## config.mk

```make
export PLATFORM = sky130hd
export DESIGN_NAME = execute_stage
export DESIGN_NICKNAME = d
export VERILOG_FILES = /design/src/exec_pkg.sv /design/src/alu.sv /design/src/branch_unit.sv /design/src/mul_unit.sv /design/src/execute_stage.sv
export VERILOG_INCLUDE_DIRS = /design/src
export SDC_FILE = /design/constraint.sdc
export NUM_CORES = 1
export LEC_CHECK = 0
export BUFFER_PORTS_ARGS = -buffer_cell sky130_fd_sc_hd__buf_2
export CAP_MARGIN = 0
export CELL_PAD_IN_SITES_DETAIL_PLACEMENT = 1
export CELL_PAD_IN_SITES_GLOBAL_PLACEMENT = 2
export CORE_MARGIN = 2
export CORE_UTILIZATION = 38
export CTS_CLUSTER_DIAMETER = 120
export DETAILED_ROUTE_END_ITERATION = 12
export PLACE_DENSITY_LB_ADDON = 0.1
export SYNTH_ARGS = -nofsm -noshare
export SYNTH_HDL_FRONTEND = slang
export SYNTH_SLANG_ARGS = --single-unit
```

## constraint.sdc

```tcl
create_clock -name clk_i -period 18.1 [get_ports clk_i]
set_input_delay 0.905 -clock clk_i [delete_from_list [all_inputs] [get_ports clk_i]]
set_output_delay 0.905 -clock clk_i [all_outputs]
set_load 0.005 [all_outputs]
```

## src/exec_consts.svh

```systemverilog
// Execute stage constants
`ifndef EXEC_CONSTS_SVH
`define EXEC_CONSTS_SVH

`define XLEN      32           // Data path width
`define UOP_W     12           // Micro-op width

// Micro-op field ranges
`define UNIT      1:0          // Functional unit select
`define ALU_OP    5:2          // ALU op, low two bits pick the multiply variant
`define BR_COND   8:6          // Branch condition
`define WB_CTRL   `UOP_W-1:9   // Write enable, select PC next, spare

// Functional units
`define UNIT_NONE 2'd0
`define UNIT_ALU  2'd1
`define UNIT_MUL  2'd2

// ALU operations
`define ALU_ADD   4'd0
`define ALU_SUB   4'd1
`define ALU_SLL   4'd2
`define ALU_SLT   4'd3
`define ALU_SLTU  4'd4
`define ALU_XOR   4'd5
`define ALU_SRL   4'd6
`define ALU_SRA   4'd7
`define ALU_OR    4'd8
`define ALU_AND   4'd9

// Multiplier variants
`define MUL_LO    2'd0         // Low word, sign does not matter
`define MUL_HSS   2'd1         // High word, signed x signed
`define MUL_HUU   2'd2         // High word, unsigned x unsigned
`define MUL_HSU   2'd3         // High word, signed x unsigned

// Branch conditions
`define BR_NONE   3'd0
`define BR_EQ     3'd1
`define BR_NE     3'd2
`define BR_LT     3'd3
`define BR_GE     3'd4
`define BR_LTU    3'd5
`define BR_GEU    3'd6

// Instruction kinds
`define KIND_OTHER 2'd0
`define KIND_J     2'd1
`define KIND_B     2'd2

`define MUL_STEPS 32           // One step per multiplier bit

`endif

```

## src/exec_pkg.sv

```systemverilog
// Execute stage types
`default_nettype none

package exec_pkg;

    // Data and addressing
    typedef logic [31:0] word_t;      // Register sized data word
    typedef logic [4:0]  reg_addr_t;  // Register file index

    // Micro-op and its fields
    typedef logic [11:0] uop_t;
    typedef logic [3:0]  alu_op_t;
    typedef logic [2:0]  br_cond_t;
    typedef logic [2:0]  wb_ctrl_t;   // Passed to writeback untouched

    // J, B or anything else
    typedef logic [1:0]  kind_t;

    // Compare results from decode, {lt, ltu, eq}
    typedef logic [2:0]  cmp_flags_t;

    // Iterative multiplier FSM
    typedef enum logic [0:0] {
        IDLE,
        RUN
    } mul_state_t;

endpackage

`default_nettype wire

```

## src/alu.sv

```systemverilog
// Arithmetic logic unit
`timescale 1ns/1ns
`default_nettype none

`include "exec_consts.svh"

module alu (
    input  exec_pkg::word_t   operand_a_i,
    input  exec_pkg::word_t   operand_b_i,
    input  exec_pkg::alu_op_t op_i,
    input  logic              lt_i,      // Signed less-than from decode
    input  logic              ltu_i,     // Unsigned less-than from decode
    output exec_pkg::word_t   result_o
);

    import exec_pkg::*;

    word_t      sum_w;      // Also the branch and jump target
    word_t      diff_w;
    logic [4:0] shamt_w;

    assign sum_w   = operand_a_i + operand_b_i;
    assign diff_w  = operand_a_i - operand_b_i;
    assign shamt_w = operand_b_i[4:0];  // RV32 shift amount

    always_comb begin
        case (op_i)
            `ALU_ADD: begin
                result_o = sum_w;
            end
            `ALU_SUB: begin
                result_o = diff_w;
            end
            `ALU_SLL: begin
                result_o = operand_a_i << shamt_w;
            end
            `ALU_SLT: begin
                result_o = {{(`XLEN-1){1'b0}}, lt_i};   // Compare reused from decode
            end
            `ALU_SLTU: begin
                result_o = {{(`XLEN-1){1'b0}}, ltu_i};
            end
            `ALU_XOR: begin
                result_o = operand_a_i ^ operand_b_i;
            end
            `ALU_SRL: begin
                result_o = operand_a_i >> shamt_w;
            end
            `ALU_SRA: begin
                // Sign bit fills from the left
                result_o = word_t'($signed(operand_a_i) >>> shamt_w);
            end
            `ALU_OR: begin
                result_o = operand_a_i | operand_b_i;
            end
            `ALU_AND: begin
                result_o = operand_a_i & operand_b_i;
            end
            default: begin
                result_o = '0;  // Unused codes
            end
        endcase
    end

endmodule

`default_nettype wire

```

## src/branch_unit.sv

```systemverilog
// Branch decision unit
`timescale 1ns/1ns
`default_nettype none

`include "exec_consts.svh"

module branch_unit (
    input  exec_pkg::br_cond_t   cond_i,
    input  exec_pkg::cmp_flags_t cmp_i,    // {lt, ltu, eq}
    input  exec_pkg::kind_t      kind_i,
    output logic                 taken_o
);

    import exec_pkg::*;

    logic cond_met_w;

    // Condition from the decode flags
    always_comb begin
        case (cond_i)
            `BR_EQ:  cond_met_w =  cmp_i[0];
            `BR_NE:  cond_met_w = !cmp_i[0];
            `BR_LT:  cond_met_w =  cmp_i[2];
            `BR_GE:  cond_met_w = !cmp_i[2];
            `BR_LTU: cond_met_w =  cmp_i[1];
            `BR_GEU: cond_met_w = !cmp_i[1];
            default: cond_met_w = 1'b0;   // BR_NONE and unknown codes never branch
        endcase
    end

    // Jumps always redirect and branches only on a met condition
    always_comb begin
        case (kind_i)
            `KIND_J: taken_o = 1'b1;
            `KIND_B: taken_o = cond_met_w;
            default: taken_o = 1'b0;
        endcase
    end

endmodule

`default_nettype wire

```

## src/mul_unit.sv

```systemverilog
// Iterative shift-add multiplier
`timescale 1ns/1ns
`default_nettype none

`include "exec_consts.svh"

module mul_unit (
    input  logic            clk_i,
    input  logic            rst_i,
    input  logic            start_i,
    input  exec_pkg::word_t a_i,
    input  exec_pkg::word_t b_i,
    input  logic [1:0]      variant_i,
    output logic            busy_o,
    output logic            done_o,      // One cycle after the last step
    output exec_pkg::word_t product_o    // Held until the next start
);

    import exec_pkg::*;

    mul_state_t          state_q;
    logic [5:0]          step_q;                 // Steps taken so far
    logic [2*`XLEN-1:0]  acc_q;                  // Partial product of magnitudes
    logic [2*`XLEN-1:0]  mcand_q;                // Multiplicand, moves left each step
    word_t               mplier_q;               // Multiplier, moves right each step
    logic                neg_q;                  // Result sign
    logic                hi_q;                   // Return the upper word
    logic                a_neg_w;
    logic                b_neg_w;
    word_t               a_mag_w;
    word_t               b_mag_w;
    logic                last_w;
    logic [2*`XLEN-1:0]  acc_next_w;
    logic [2*`XLEN-1:0]  final_w;

    // Operand signs by variant
    assign a_neg_w = a_i[31] && (variant_i == `MUL_HSS || variant_i == `MUL_HSU);
    assign b_neg_w = b_i[31] && (variant_i == `MUL_HSS);
    assign a_mag_w = a_neg_w ? ~a_i + 1'b1 : a_i;
    assign b_mag_w = b_neg_w ? ~b_i + 1'b1 : b_i;

    assign last_w     = (step_q == 6'(`MUL_STEPS - 1));
    assign acc_next_w = acc_q + (mplier_q[0] ? mcand_q : '0);
    assign final_w    = neg_q ? ~acc_next_w + 1'b1 : acc_next_w;   // Sign correction

    assign busy_o = (state_q == RUN);

    // Control FSM
    always_ff @(posedge clk_i) begin
        if (rst_i) begin
            state_q <= IDLE;
            step_q  <= '0;
            done_o  <= 1'b0;
        end else begin
            done_o <= 1'b0;
            case (state_q)
                IDLE: begin
                    if (start_i) begin
                        state_q <= RUN;
                        step_q  <= '0;
                    end
                end
                RUN: begin
                    step_q <= step_q + 1'b1;
                    if (last_w) begin
                        state_q <= IDLE;
                        done_o  <= 1'b1;
                    end
                end
                default: state_q <= IDLE;
            endcase
        end
    end

    // Shift-add datapath
    always_ff @(posedge clk_i) begin
        if (start_i && state_q == IDLE) begin
            acc_q    <= '0;
            mcand_q  <= {{`XLEN{1'b0}}, a_mag_w};
            mplier_q <= b_mag_w;
            neg_q    <= a_neg_w ^ b_neg_w;
            hi_q     <= (variant_i != `MUL_LO);
        end else if (state_q == RUN) begin
            acc_q    <= acc_next_w;
            mcand_q  <= mcand_q << 1;
            mplier_q <= mplier_q >> 1;
            if (last_w) begin
                product_o <= hi_q ? final_w[2*`XLEN-1:`XLEN] : final_w[`XLEN-1:0];
            end
        end
    end

    // Issue only into an idle unit
    assert property (@(posedge clk_i) disable iff (rst_i) start_i |-> !busy_o)
        else $error("multiply started while busy");

    // Done is a single pulse
    assert property (@(posedge clk_i) disable iff (rst_i) done_o |=> !done_o)
        else $error("done held for more than one cycle");

endmodule

`default_nettype wire

```

## src/execute_stage.sv

```systemverilog
// Pipeline execute stage
`timescale 1ns/1ns
`default_nettype none

`include "exec_consts.svh"

module execute_stage (
    input  logic                 clk_i,
    input  logic                 rst_i,

    // From decode, held while ready_o is low
    input  exec_pkg::uop_t       uop_i,
    input  exec_pkg::reg_addr_t  rd_addr_i,
    input  exec_pkg::word_t      pc_next_i,         // PC plus 4 or 2 for link writes
    input  exec_pkg::word_t      operand_a_i,       // Forwarded with the immediate already picked
    input  exec_pkg::word_t      operand_b_i,
    input  exec_pkg::cmp_flags_t cmp_flags_i,       // {lt, ltu, eq}
    input  exec_pkg::kind_t      kind_i,

    // Pipeline control
    output logic                 ready_o,

    // Fetch redirect
    output logic                 branch_taken_o,
    output logic [31:1]          branch_target_o,

    // To writeback
    output exec_pkg::reg_addr_t  wb_rd_addr_o,
    output exec_pkg::word_t      wb_pc_next_o,
    output exec_pkg::word_t      wb_rd_value_o,
    output exec_pkg::wb_ctrl_t   wb_ctrl_o,         // Zero means bubble

    // To decode forwarding
    output exec_pkg::word_t      fwd_value_o
);

    import exec_pkg::*;

    // Micro-op fields
    logic [1:0] unit_w;
    alu_op_t    alu_op_w;
    br_cond_t   br_cond_w;
    wb_ctrl_t   wb_ctrl_w;

    word_t      alu_result_w;
    word_t      mul_product_w;
    word_t      next_result_w;
    logic       is_mul_w;
    logic       mul_start_w;
    logic       mul_busy_w;
    logic       mul_done_w;

    assign unit_w    = uop_i[`UNIT];
    assign alu_op_w  = uop_i[`ALU_OP];
    assign br_cond_w = uop_i[`BR_COND];
    assign wb_ctrl_w = uop_i[`WB_CTRL];

    alu u_alu (
        .operand_a_i (operand_a_i),
        .operand_b_i (operand_b_i),
        .op_i        (alu_op_w),
        .lt_i        (cmp_flags_i[2]),
        .ltu_i       (cmp_flags_i[1]),
        .result_o    (alu_result_w)
    );

    branch_unit u_branch_unit (
        .cond_i  (br_cond_w),
        .cmp_i   (cmp_flags_i),
        .kind_i  (kind_i),
        .taken_o (branch_taken_o)
    );

    mul_unit u_mul_unit (
        .clk_i     (clk_i),
        .rst_i     (rst_i),
        .start_i   (mul_start_w),
        .a_i       (operand_a_i),
        .b_i       (operand_b_i),
        .variant_i (alu_op_w[1:0]),   // Variant rides in the low ALU op bits
        .busy_o    (mul_busy_w),
        .done_o    (mul_done_w),
        .product_o (mul_product_w)
    );

    assign is_mul_w = (unit_w == `UNIT_MUL);

    // Issue once and not again in the done cycle while the op is held
    assign mul_start_w = is_mul_w && !mul_busy_w && !mul_done_w;

    // Stall from issue until the product is ready
    assign ready_o = !is_mul_w || mul_done_w;

    // Next result by unit
    always_comb begin
        case (unit_w)
            `UNIT_ALU: next_result_w = alu_result_w;
            `UNIT_MUL: next_result_w = mul_done_w ? mul_product_w : '0;
            default:   next_result_w = '0;
        endcase
    end

    assign fwd_value_o     = next_result_w;
    assign branch_target_o = alu_result_w[31:1];   // Sum of base and offset

    // Writeback registers load a bubble while stalled
    always_ff @(posedge clk_i) begin
        if (rst_i) begin
            wb_ctrl_o     <= '0;
            wb_rd_addr_o  <= '0;
            wb_rd_value_o <= '0;
        end else begin
            wb_ctrl_o     <= ready_o ? wb_ctrl_w : '0;
            wb_rd_addr_o  <= rd_addr_i;
            wb_rd_value_o <= next_result_w;
        end
    end

    always_ff @(posedge clk_i) begin
        wb_pc_next_o <= pc_next_i;
    end

    // Upstream holds the op steady through a stall
    assert property (@(posedge clk_i) disable iff (rst_i)
        !ready_o |=> $stable(uop_i) && $stable(rd_addr_i) && $stable(pc_next_i)
                     && $stable(operand_a_i) && $stable(operand_b_i))
        else $error("held inputs changed while the stage was stalled");

endmodule

`default_nettype wire

```

== Word-level counts from Yosys, hierarchy flattened ==
Cells that the tools add are included.
Operators by class
  add/subtract/negate cells: 7
  eq/ne operators: 23
  bitwise logic cells: 10
  reduce and logical (&&, ||, !) cells: 19
  muxes and demuxes: 20
  shift-type cells: 3
Operators by type and width (count)
  case mux 32 bit (10 select lines): 1
  2-to-1 mux 32 bit: 8
  2-to-1 mux 64 bit: 2
  adder 32 x 1 -> 32 bit, second input constant: 2
  adder 64 x 1 -> 64 bit, second input constant: 1
  adder 64 bit: 1
  NOT 32 bit: 2
  NOT 64 bit: 1
  case mux 32 bit (2 select lines): 1
  adder 32 bit: 1
  AND 32 bit: 1
  OR 32 bit: 1
  << shifter 32 x 5 -> 32 bit: 1
  right shift 32 x 5 -> 32 bit: 1
  >>> shifter 32 x 5 -> 32 bit: 1
  subtractor 32 bit: 1
  XOR 32 bit: 1
  == test 4 x 3 -> 1 bit, second input constant: 4
  case mux 6 bit (2 select lines): 1
  == test 3 bit, second input constant: 3
  == test 4 x 2 -> 1 bit, second input constant: 2
  == test 4 bit, second input constant: 2
  adder 6 x 1 -> 6 bit, second input constant: 1
  == test 2 x 1 -> 1 bit, second input constant: 3
  other kinds (19): 39
Storage, ports and cells
  register bits after elaboration: 274
  bits of input ports: 120
  word-level logic and storage cells: 96
  output and inout bits: 137

== Depth between registers and ports, before layout ==
Gate-level depths: netlist (run 1).
  depth after elaboration: 6
  mapped depth: 26
  mapped depth without buffers: 23

== Modules after synthesis ==
A second synthesis (run 1) with hierarchy kept.
Unflattened totals
  cell total of the unflattened synthesis: 3298
  area, all modules: 26457.9 sq um
Modules (own cells, without submodules)
  mul_unit: times used 1, cells each 1968, area an instance 15712.6 sq um, sequential area each 5024.8 sq um
  alu: times used 1, cells each 1082, area an instance 8147.8 sq um, sequential area each 0.0 sq um
  execute_stage: times used 1, cells each 236, area an instance 2487.4 sq um, sequential area each 1441.4 sq um
  branch_unit: times used 1, cells each 12, area an instance 110.1 sq um, sequential area each 0.0 sq um

== Least setup slack after synthesis (run 1) ==
OpenSTA, ideal clock, no wires.
  path type: in2out
  start point: input port operand_b_i[0]
  end point: output port fwd_value_o[30]
  slack: 10545 ps
  data required time: 17195 ps
  arrival: 6650 ps
  stages: 26
  path through: clkbuf_1 > inv_1 > clkbuf_1 > buf_1 > ha_1 > or3b_2 > nor3_1 > nand3_1 > nor4_1 > nand2_1 > nand2_1 > xnor2_1 > ha_1 > inv_1 > o21bai_1 > a21oi_1 > o21ai_0 > a21o_1 > a221o_1 > o41ai_1 > o21ai_0 > o41ai_1 > or4b_2 > nand3_1 > a22oi_1 > nor2_1
On the way
  longest elaborated chain between the ends: 3
  elaborated cells between the ends (all ways): 7
  those cells by class: add/sub: 2; shift: 3; mux: 2
Ends and longest elaborated chain
  start: declaration: RTL line execute_stage.sv:16  | input exec_pkg::word_t operand_b_i,
  subtractor 32 bit (tied with other cells): RTL line alu.sv:23  | assign diff_w = operand_a_i - operand_b_i;
  case mux 32 bit (10 select lines) (*): RTL line alu.sv:27  | case (op_i)
  named net branch_target_o (one bit): RTL line execute_stage.sv:25  | output logic [31:1] branch_target_o,
  case mux 32 bit (2 select lines) (*): RTL line execute_stage.sv:96  | case (unit_w)
  end: declaration: RTL line execute_stage.sv:34  | output exec_pkg::word_t fwd_value_o
The timed path passes the listed nets; every way through them passes the cells marked *.

== Worst setup path after layout (run 1) ==
  start point: input port operand_b_i[0]
  end point: output port fwd_value_o[30]
On the way
  longest elaborated chain between the ends: 3
  elaborated cells between the ends (all ways): 7
  those cells by class: add/sub: 2; shift: 3; mux: 2
Ends and longest elaborated chain (RTL line)
  subtractor 32 bit (tied with other cells): alu.sv:23
  case mux 32 bit (10 select lines) (*): alu.sv:27
  case mux 32 bit (2 select lines) (*): execute_stage.sv:96
Every way passes the cells marked *; elsewhere a longest branch is shown, timed or not.

==> results of run 1 <==
[final cells by class]
| cell class | count | share of cell area [%] |
|---|---|---|
| Antenna cell | 2 | 0.0182 |
| Clock buffer | 51 | 3.67 |
| Clock inverter | 13 | 0.642 |
| Inverter | 113 | 1.54 |
| Multi-Input combinational cell | 2635 | 60.6 |
| Sequential cell | 274 | 23.5 |
| Tap cell | 846 | 3.85 |
| Timing Repair Buffer | 309 | 6.12 |
[worst max-delay path, cell delays in order]
cell,delay (ns)
buf_2,0.10
buf_4,0.31
inv_1,0.12
buf_4,0.49
ha_1,0.30
or3b_2,0.52
nor3_1,0.33
nand3_1,0.25
nor4_1,0.68
nand2_1,0.21
nand2_1,0.13
xnor2_1,0.13
ha_1,0.28
inv_1,0.14
o21bai_1,0.09
a21oi_1,0.16
o21ai_0,0.14
a21o_1,0.20
a221o_1,0.38
o41ai_1,0.76
o21ai_0,0.28
o41ai_1,0.41
or4b_2,0.20
nand3_1,0.10
a22oi_1,0.29
nor2_1,0.07
buf_2,0.17
[worst min-delay path by stage]
stage	from	to	slack [ns]
2_1_floorplan	u_mul_unit.acc_q[15]$_SDFFE_PP0P_	u_mul_unit.acc_q[15]$_SDFFE_PP0P_	0.43
3_3_place_gp	u_mul_unit.acc_q[24]$_SDFFE_PP0P_	u_mul_unit.acc_q[24]$_SDFFE_PP0P_	0.44
3_5_place_dp	u_mul_unit.acc_q[24]$_SDFFE_PP0P_	u_mul_unit.acc_q[24]$_SDFFE_PP0P_	0.46
4_1_cts	pc_next_i[2]	wb_pc_next_o[2]$_DFF_P_	0.37
5_1_grt	pc_next_i[25]	wb_pc_next_o[25]$_DFF_P_	0.39
6_report	pc_next_i[2]	wb_pc_next_o[2]$_DFF_P_	0.40
[layout by cell type, fill, tap and decap left out, drive strengths merged, types with 14 or more instances in the layout]
| cell type | count |
|---|---|
| a211o | 14 |
| a211oi | 33 |
| a21o | 33 |
| a21oi | 201 |
| a221oi | 20 |
| a22o | 15 |
| a22oi | 41 |
| a31oi | 38 |
| and2 | 90 |
| and3 | 20 |
| buf | 309 |
| clkbuf | 51 |
| dfxtp | 176 |
| edfxtp | 98 |
| ha | 167 |
| inv | 112 |
| mux2i | 74 |
| mux4 | 16 |
| nand2 | 465 |
| nand2b | 15 |
| nand3 | 68 |
| nand4 | 30 |
| nor2 | 322 |
| nor2b | 20 |
| nor3 | 89 |
| nor4 | 19 |
| o211ai | 43 |
| o21a | 22 |
| o21ai | 352 |
| o21bai | 17 |
| o22ai | 23 |
| o31ai | 15 |
| or3 | 27 |
| xnor2 | 137 |
| xor2 | 33 |
[routing by layer]
layer | vias up | global-route usage, %
met5 | - | 0
met4 | 0 | 21.7
met3 | 273 | 4.37
met2 | 810 | 57.9
met1 | 12755 | 42.9
li1 | 11933 | -
[registers in the layout, indices dropped and copies added, names as in the netlist, 3 cells and up]
| register | cells |
|---|---|
| u_mul_unit.acc_q | 64 |
| u_mul_unit.mcand_q | 64 |
| u_mul_unit.mplier_q | 32 |
| u_mul_unit.step_q | 6 |
| wb_rd_addr_o | 5 |
| wb_rd_value_o | 32 |
| wb_ctrl_o | 3 |
| u_mul_unit.product_o | 32 |
| wb_pc_next_o | 32 |
[stage by stage]
| step | total power, mW | instance area [um^2] | std cells | setup WS [ns] | hold WS [ns] |
|---|---|---|---|---|---|
| final | 2.26 | 27500 | 4243 | 9.00 | 0.399 |
| after global routing | 2.37 | 27500 | 4241 | 8.47 | 0.385 |
| after CTS | 2.27 | 27500 | 4241 | 9.08 | 0.374 |
| after detailed placement | 1.52 | 26300 | 4177 | 9.11 | 0.456 |
| after global placement | 1.50 | 26300 | 4177 | 9.40 | 0.440 |
| after floorplan | 1.20 | 24300 | 3236 | 10.55 | 0.432 |
[power by group through the flow]
| stage | Clock [mW] | Combinational, mW | Sequential (mW) |
|---|---|---|---|
| finish | 0.736 | 0.812 | 0.713 |
| global route | 0.778 | 0.872 | 0.718 |
| CTS | 0.754 | 0.799 | 0.713 |
| detailed placement | 0 | 0.793 | 0.726 |
| global placement | 0 | 0.779 | 0.724 |
| floorplan | 0 | 0.487 | 0.716 |
[cell families after synthesis]
logic type	synth area share, %
compound gates	25.6
xor+xnor	6.16
fa+ha+maj	8.76
buf+inv	5.10
flops	26.6
mux	4.85
simple gates	22.9
==> results.yml, run 1 <==
cts:
  postCtsResizedCells: 0
  cts_tree: "yes"
  h-tree-depth: 2
  hold_buffers: 0
  cts_sinks: 274
  cts_root_buffer: "clkbuf_16"
  cts_buffers: 36
  ctsLongestPathBuffers: 3
  clk_latency_ns: 0.60
  cts_setup_buffers: 0
  clk_pin_slew_ns: 0.06
global_route:
  grt_use_total_pct: 34.8
  grt_pass1_vias: 26322
  grt_overflow: 0
  grt_pass1_wl_um: 174000
  antenna_found_initial: 1
  grt_start_max_net_pins: 100
finish:
  drive_gt1_share_pct: 12.8
  areaGrowthSynthToFinish_pct: 13.0
  multiInputGateArea_um2: 16700
  nFillCells: 7848
  seqCellArea_um2: 6470
  final_nets: 3658
  post-route-util_pct: 43.5
setup_path:
  worstSetupStartpointType: "input pin"
  setup.worst_path.end: "fwd_value_o[30]"
  r2r_slack_ns: 11.37
  required_ns: 17.19
  critical_path_arrival_ns: 8.20
  crit_type: "input pin to primary output"
  worstSetupEndpointType: "primary output"
  cp_max_fo: 53
  timing.rr.end: "u_mul_unit.product_o[23]$_DFFE_PP_"
  cp-startpoint: "operand_b_i[0]"
  rr_startpoint: "u_mul_unit.mplier_q[0]$_DFFE_PP_"
  worstRegToRegCells: 16
power_and_ir_drop:
  swShare_pct: 39.4
  seqPwrFrac_pct: 31.5
  ir_drop_v: 0.0000726
  clkPwrFrac_pct: 32.5
  switchingPower_mw: 0.892
  combPwrFrac_pct: 35.9
  p_leak_nw: 11.6
  p_per_area_nw_per_um2: 82.3
  internal_power_mw: 1.37
routing:
  first_pass_iters: 7
  highest_layer: "met4"
  vias: 25771
  drc: 0
  vias_per_cell: 6.07
  wl_met1_um: 48400
  routed_wirelength_um: 117000
  wire_per_inst_um: 27.6
  wl_met2_um: 55000
  drtAntennaViolNets: 0
  drt_iter0_markers: 1965
  met3_wirelength_um: 5740
floorplanning:
  initial_core_util_pct: 38.5
  fp.dieW_um: 257
  dieArea_um2: 66000
  row_count: 92
  die_height_um: 257
  core_area_um2: 63200
  io_pins: 257
timing:
  setup_violations: 0
  hold_violations: 0
  slew_headroom_pct: 15.4
  slew_violations: 0
  fin_crit_ns: 9.10
  tns_ns: 0
  tightest_slew_ns: 1.26
  rsz0062_at_grt: "no"
  finalCritPeriodShare_pct: 50.3
  clock.fmax_ghz: 0.110
  clock_skew_ns: 0.0222
placement:
  port_buffers: 256
  routabilityCongestion: 1.04
  dp_hpwl_um: 92000
synthesis:
  ys_seq_elements: 274
  yosysMostFrequentCell: "nand2_1"
  netlist_area_um2: 24300
  synth_edf_count: 98
  ys_warn_count: 0
  postSynthAreaPerCell_um2: 7.51
  synthFlopType: "dfxtp_1"
  netlist.area_leader.share_pct: 14.5
  synth_top_area_cell: "dfxtp_1"
  mappedNetlistNets: 3525
  synth-seq-area-share_pct: 26.6
  synth_cell_types: 98
  synth_cells: 3236
  synth_area_leaders: "dfxtp_1 (14%), edfxtp_1 (12%), ha_1 (8.6%)"
  ys_async_sr_fraction_pct: 0
  yosys-top-cells-count: "nand2_1 (465), o21ai_0 (350), nor2_1 (322), a21oi_1 (201), clkbuf_1 (185)"
worst_hold_path:
  holdPathStages: 1
  min_path_type: "input pin to flop"
job:
  maxCapViolCount: 0
outcome:
  status: "completed"
(Power assumes the default switching activity.)
==> run 2: changes to the inputs <==
Settings changed: CORE_UTILIZATION 38 to 35.
Clock period 18.1 ns to 9.1 ns, I/O delays scaled along.
==> results.yml, run 2 (synthesis gave the netlist of run 1 again) <==
placement:
  dp_hpwl_um: 94400
  dp_slack_ns: 1.58
  port_buffers: 256
  routabilityCongestion: 1.00
  place_area_um2: 26400
  dp_cells: 4267
setup_path:
  worstRegToRegCells: 17
  cp-startpoint: "operand_b_i[1]"
  worstSetupStartpointType: "input pin"
  critical_path_arrival_ns: 7.25
  worst-path-stages: 25
  worstSetupEndpointType: "primary output"
  crit_family: "compound AO/OA/AOI/OAI gates"
  crit_type: "input pin to primary output"
  r2r_slack_ns: 2.51
  critPathSlowestCell: "o41ai_1"
  worst_path_largest_cell_delay_ns: 0.75
  setup.worst_path.end: "fwd_value_o[30]"
  rr_startpoint: "u_mul_unit.mplier_q[0]$_DFFE_PP_"
  required_ns: 8.65
  timing.rr.end: "u_mul_unit.product_o[21]$_DFFE_PP_"
  cp_max_fo: 59
  crit_buf_inv: 4
timing:
  fin_crit_ns: 7.71
  rsz0062_at_grt: "no"
  clock_skew_ns: 0.0220
  finalCritPeriodShare_pct: 84.7
  slew_violations: 0
  tns_ns: 0
  hold_violations: 0
  clock.fmax_ghz: 0.130
  slew_headroom_pct: 25.6
  tightest_slew_ns: 1.11
  setup_violations: 0
  setup_ws_ns: 1.39
finish:
  drive_gt1_share_pct: 13.0
  final_cell_mix: "nand2_1 (464), o21ai_0 (350), nor2_1 (321)"
  stdcell_count: 4364
  final_nets: 3697
  final_area_um2: 28000
  top_regs: "u_mul_unit.acc_q x64, u_mul_unit.mcand_q x64"
  n_antenna_cell: 0
  post-route-util_pct: 40.8
  areaGrowthSynthToFinish_pct: 15.3
  mostFrequentLayoutCell: "nand2_1"
global_route:
  grt.busiest_layer: "met2"
  grt_start_max_net_pins: 103
  grt_pass1_wl_um: 175000
  grt_use_met3_pct: 3.96
  antenna_found_initial: 3
  use_met2_pct: 56.2
  grt_overflow: 0
  grt_use_total_pct: 32.7
  grt_pass1_vias: 25974
  grt_util_met1_pct: 40.2
cts:
  clk_pin_slew_ns: 0.06
  cts_root_buffer: "clkbuf_16"
  cts_sinks: 274
  clk_latency_ns: 0.59
  cts_buffers: 38
  ctsLongestPathBuffers: 3
  postCtsResizedCells: 0
  cts_tree: "yes"
  h-tree-depth: 2
power_and_ir_drop:
  ir_drop_v: 0.000139
  p_leak_nw: 11.8
  p_per_area_nw_per_um2: 165
floorplanning:
  dieArea_um2: 71600
  fp.dieW_um: 268
  die_height_um: 268
  io_pins: 257
  initial_core_util_pct: 35.4
  core_area_um2: 68700
  row_count: 96
routing:
  drtAntennaViolNets: 0
  routed_wirelength_um: 120000
  wire_per_inst_um: 27.5
  drt_iter0_markers: 1997
  first_pass_iters: 5
  drc: 0
  vias_per_cell: 5.92
  vias: 25840
worst_hold_path:
  min_path_type: "input pin to flop"
  min_from: "rd_addr_i[3]"
outcome:
  status: "completed"
job:
  maxCapViolCount: 0
## run 2: cell count changes in the layout (fill, tap and decap cells not counted), moves of 2 or more
cell,change
clkinv_1,+2
buf_4,+5
clkbuf_1,-8
clkbuf_16,+2
diode_2,-2
clkinv_2,-2
inv_6,+2
dlygate4sd3_1,+32
## run 2: worst min-delay path by stage
stage,endpoint,cells after the start
after floorplan,u_mul_unit.acc_q[15]$_SDFFE_PP0P_,2
after global placement,u_mul_unit.acc_q[24]$_SDFFE_PP0P_,2
after detailed placement,u_mul_unit.acc_q[17]$_SDFFE_PP0P_,2
after CTS,wb_ctrl_o[2]$_SDFF_PP0_,2
after global routing,wb_rd_addr_o[1]$_SDFF_PP0_,2
final,wb_rd_addr_o[3]$_SDFF_PP0_,2
## run 2: metal layers
metal  wire [um]  vias to the layer above
met5           0                        -
met4        6750                        0
met3        5540                      217
met1       50400                    12915
li1            -                    12006
met2       57400                      702
## run 2: cell type report
cell class              instances  area [um^2]
inverters                     113          424
clock inverters                18          218
well taps                     931         1160
flip-flops and latches        274         6470
fillers                      8468        40700
multi-input cells            2635        16700
clock buffers                  47         1050
repair buffers                346         2040
## run 2: repair_timing
item	4_1_cts	5_1_grt
buffers inserted	0	0
endpoints found under the hold margin	32	0
hold buffers	32	0
## run 2: stage by stage
stage / hold WS, ns / total power, mW
detailed placement: 0.457 / 3.06
global placement: 0.445 / 3.03
global route: 0.0815 / 4.82
CTS: 0.0473 / 4.64
finish: 0.0782 / 4.62
floorplan: 0.432 / 2.39
## run 2: power by group
part	internal (mW)	switching [mW]	total, mW
combinational	0.535	1.12	1.65
clock	0.909	0.634	1.54
sequential	1.37	0.0533	1.42
## run 2: worst reg2reg max path: stages, from the launching register on
cell      delay [ns]
edfxtp_1        0.32
buf_4           0.48
and2_1          0.29
ha_1            0.18
inv_1           0.06
fa_1            0.46
nor2b_4         0.17
o31ai_1         0.13
a21oi_1         0.43
a211oi_1        0.12
nor3_1          0.92
and4_1          0.55
nand4_1         0.32
or3_1           0.52
or4_1           0.67
nor3_1          0.24
o21ai_0         0.12
a311oi_1        0.37
==> run 3: changes to the inputs <==
Settings changed: ABC_AREA set to 1, CORE_UTILIZATION 35 to 32.
Clock period 9.1 ns to 8.1 ns, I/O delays scaled along.
==> results.yml, run 3 <==
synthesis:
  synth_cells: 4643
  netlist_area_um2: 27300
  synth-simple-area-share_pct: 36.9
  synth_edf_count: 98
  yosys-top-cells-count: "nand2_1 (1,619), inv_1 (691), o21ai_0 (392), nor2_1 (335), a21oi_1 (244)"
  ys_seq_elements: 274
  netlist.area_leader.share_pct: 22.2
  ys_warn_count: 0
  synth_area_leaders: "nand2_1 (22%), dfxtp_1 (13%), edfxtp_1 (11%)"
  synth_top_area_cell: "nand2_1"
  yosysMostFrequentCell: "nand2_1"
  synth_top_family_by_area: "simple AND/OR/NAND/NOR gates"
  synth-xor-area-share_pct: 1.76
  synth-seq-area-share_pct: 23.7
  synth_cell_types: 63
  synthFlopType: "dfxtp_1"
  postSynthAreaPerCell_um2: 5.88
  synth_fa_ha_area_share_pct: 7.80
  synth_compound_area_share_pct: 17.3
  synthMuxAreaShare_pct: 0.293
  ys_async_sr_fraction_pct: 0
  mappedNetlistNets: 4932
routing:
  drc: 0
  first_pass_iters: 5
  drtAntennaViolNets: 0
  wl_met1_um: 63400
  wire_per_inst_um: 25.0
  highest_layer: "met4"
  met3_wirelength_um: 5380
  vias_per_cell: 5.25
  vias: 31634
  drt_iter0_markers: 2017
  routed_wirelength_um: 150000
  wl_met2_um: 72700
cts:
  clk_latency_ns: 0.62
  cts_sinks: 274
  postCtsResizedCells: 0
  ctsLongestPathBuffers: 3
  cts_root_buffer: "clkbuf_16"
  cts_tree: "yes"
  cts_buffers: 39
  clk_pin_slew_ns: 0.06
  h-tree-depth: 2
global_route:
  antenna_found_initial: 1
  grt_pass1_wl_um: 215000
  grt_use_total_pct: 33.8
  grt_start_max_net_pins: 77
  grt_overflow: 0
  grt_pass1_vias: 31531
finish:
  final_nets: 5144
  mostFrequentLayoutCell: "nand2_1"
  drive_gt1_share_pct: 10.4
  top_regs: "u_mul_unit.acc_q x64, u_mul_unit.mcand_q x64"
  areaGrowthSynthToFinish_pct: 15.0
  final_area_um2: 31400
  final_cell_mix: "nand2_1 (1,618), inv_1 (690), o21ai_0 (392)"
outcome:
  status: "completed"
timing:
  setup_violations: 0
  tightest_slew_ns: 1.10
  finalCritPeriodShare_pct: 68.0
  tns_ns: 0
  hold_violations: 0
  fin_crit_ns: 5.50
  slew_headroom_pct: 26.4
  slew_violations: 0
  setup_ws_ns: 2.60
  rsz0062_at_grt: "no"
  clock_skew_ns: 0.0425
  clock.fmax_ghz: 0.182
floorplanning:
  die_height_um: 296
  fp.dieW_um: 296
  io_pins: 257
  row_count: 107
  initial_core_util_pct: 32.2
  core_area_um2: 84900
  dieArea_um2: 87700
power_and_ir_drop:
  switchingPower_mw: 2.31
  ir_drop_v: 0.000156
  p_per_area_nw_per_um2: 176
  swShare_pct: 41.7
  total_power_mw: 5.53
  clkPwrFrac_pct: 33.9
  internal_power_mw: 3.22
  combPwrFrac_pct: 37.0
  seqPwrFrac_pct: 29.1
  p_leak_nw: 16.8
setup_path:
  crit_type: "input pin to primary output"
  worstSetupEndpointType: "primary output"
  critPathSlowestCell: "o21ai_0"
  critical_path_arrival_ns: 5.10
  crit_top_cell: "nand2_1"
  required_ns: 7.70
  crit_buf_inv: 5
  cp_max_fo: 9
  worstSetupStartpointType: "input pin"
  worst_path_largest_cell_delay_ns: 0.52
  crit_family: "simple AND/OR/NAND/NOR gates"
placement:
  routabilityCongestion: 0.990
  dp_slack_ns: 2.70
  place_area_um2: 29700
  dp_hpwl_um: 124000
  port_buffers: 256
job:
  maxCapViolCount: 0
worst_hold_path:
  min_path_type: "input pin to flop"
-- run 3: final timing paths --
path	from	endpoint	slack, ns	cells after the start
worst max-delay path	operand_b_i[0]	fwd_value_o[19]	2.60	25
worst min-delay path	rd_addr_i[3]	wb_rd_addr_o[3]$_SDFF_PP0_	0.03	3
worst max register to register	u_mul_unit.mplier_q[0]$_DFFE_PP_	u_mul_unit.product_o[28]$_DFFE_PP_	3.00	21
worst min register to register	u_mul_unit.acc_q[39]$_SDFFE_PP0P_	u_mul_unit.acc_q[39]$_SDFFE_PP0P_	0.46	2
-- run 3: power groups by stage --
stage | sequential [mW] | clock, mW | combinational (mW)
after floorplan | 1.61 | 0 | 1.19
after global placement | 1.63 | 0 | 2.00
after detailed placement | 1.63 | 0 | 2.01
after CTS | 1.60 | 1.93 | 2.03
after global routing | 1.62 | 1.96 | 2.23
final | 1.61 | 1.88 | 2.04
-- run 3: cells by family after synthesis --
logic type,Yosys count
AND/OR/NAND/NOR,2418
buffers and inverters,873
AO/OA/AOI/OAI,846
flip-flops,274
adder cells (fa/ha/maj),169
XOR/XNOR,55
multiplexers,8
-- run 3: worst reg2reg max path: stages, from the launching register on --
cell and delay (ns):
edfxtp_1 0.84, buf_4 0.56, nand2_1 0.16, inv_1 0.17, ha_1 0.36, nand2_1 0.13, nor2_1 0.14, inv_1 0.10
nor2_1 0.13, inv_1 0.09, nor2_1 0.35, nand3_1 0.40, nand2_1 0.21, nand2_1 0.08, nand2_2 0.20, nand2_1 0.11
nor2_1 0.20, nand2_1 0.10, o21ai_0 0.22, nand3_1 0.11, nand3_1 0.09, nand2_1 0.06
-- run 3: metrics by stage --
step / hold slack (ns) / std cells / util [%]
after CTS: 0.000355 / 6028 / 37.0
after floorplan: 0.433 / 4643 / -
after global placement: 0.446 / 5923 / 35.0
after detailed placement: 0.452 / 5923 / 35.0
final: 0.0327 / 6029 / 37.0
after global routing: 0.00929 / 6028 / 37.0
-- run 3: per-layer routing --
metal / vias to the layer above / global-route usage, %
met1: 15315 / 41.6
met3: 258 / 2.85
met2: 767 / 58.4
met5: - / 0
li1: 15294 / -
met4: 0 / 17.9
-- run 3: repair_timing --
item | CTS | global route
buffers inserted | 0 | 0
hold buffers | 35 | 0
endpoints found under the hold margin | 35 | 0
-- run 3: final cells by class --
cell class,count,area [um^2]
repair buffers,328,1910
fillers,11532,53500
flip-flops and latches,274,6470
diodes,1,2.50
clock buffers,49,1140
well taps,1144,1430
multi-input cells,3496,17500
inverters,716,2690
clock inverters,21,258
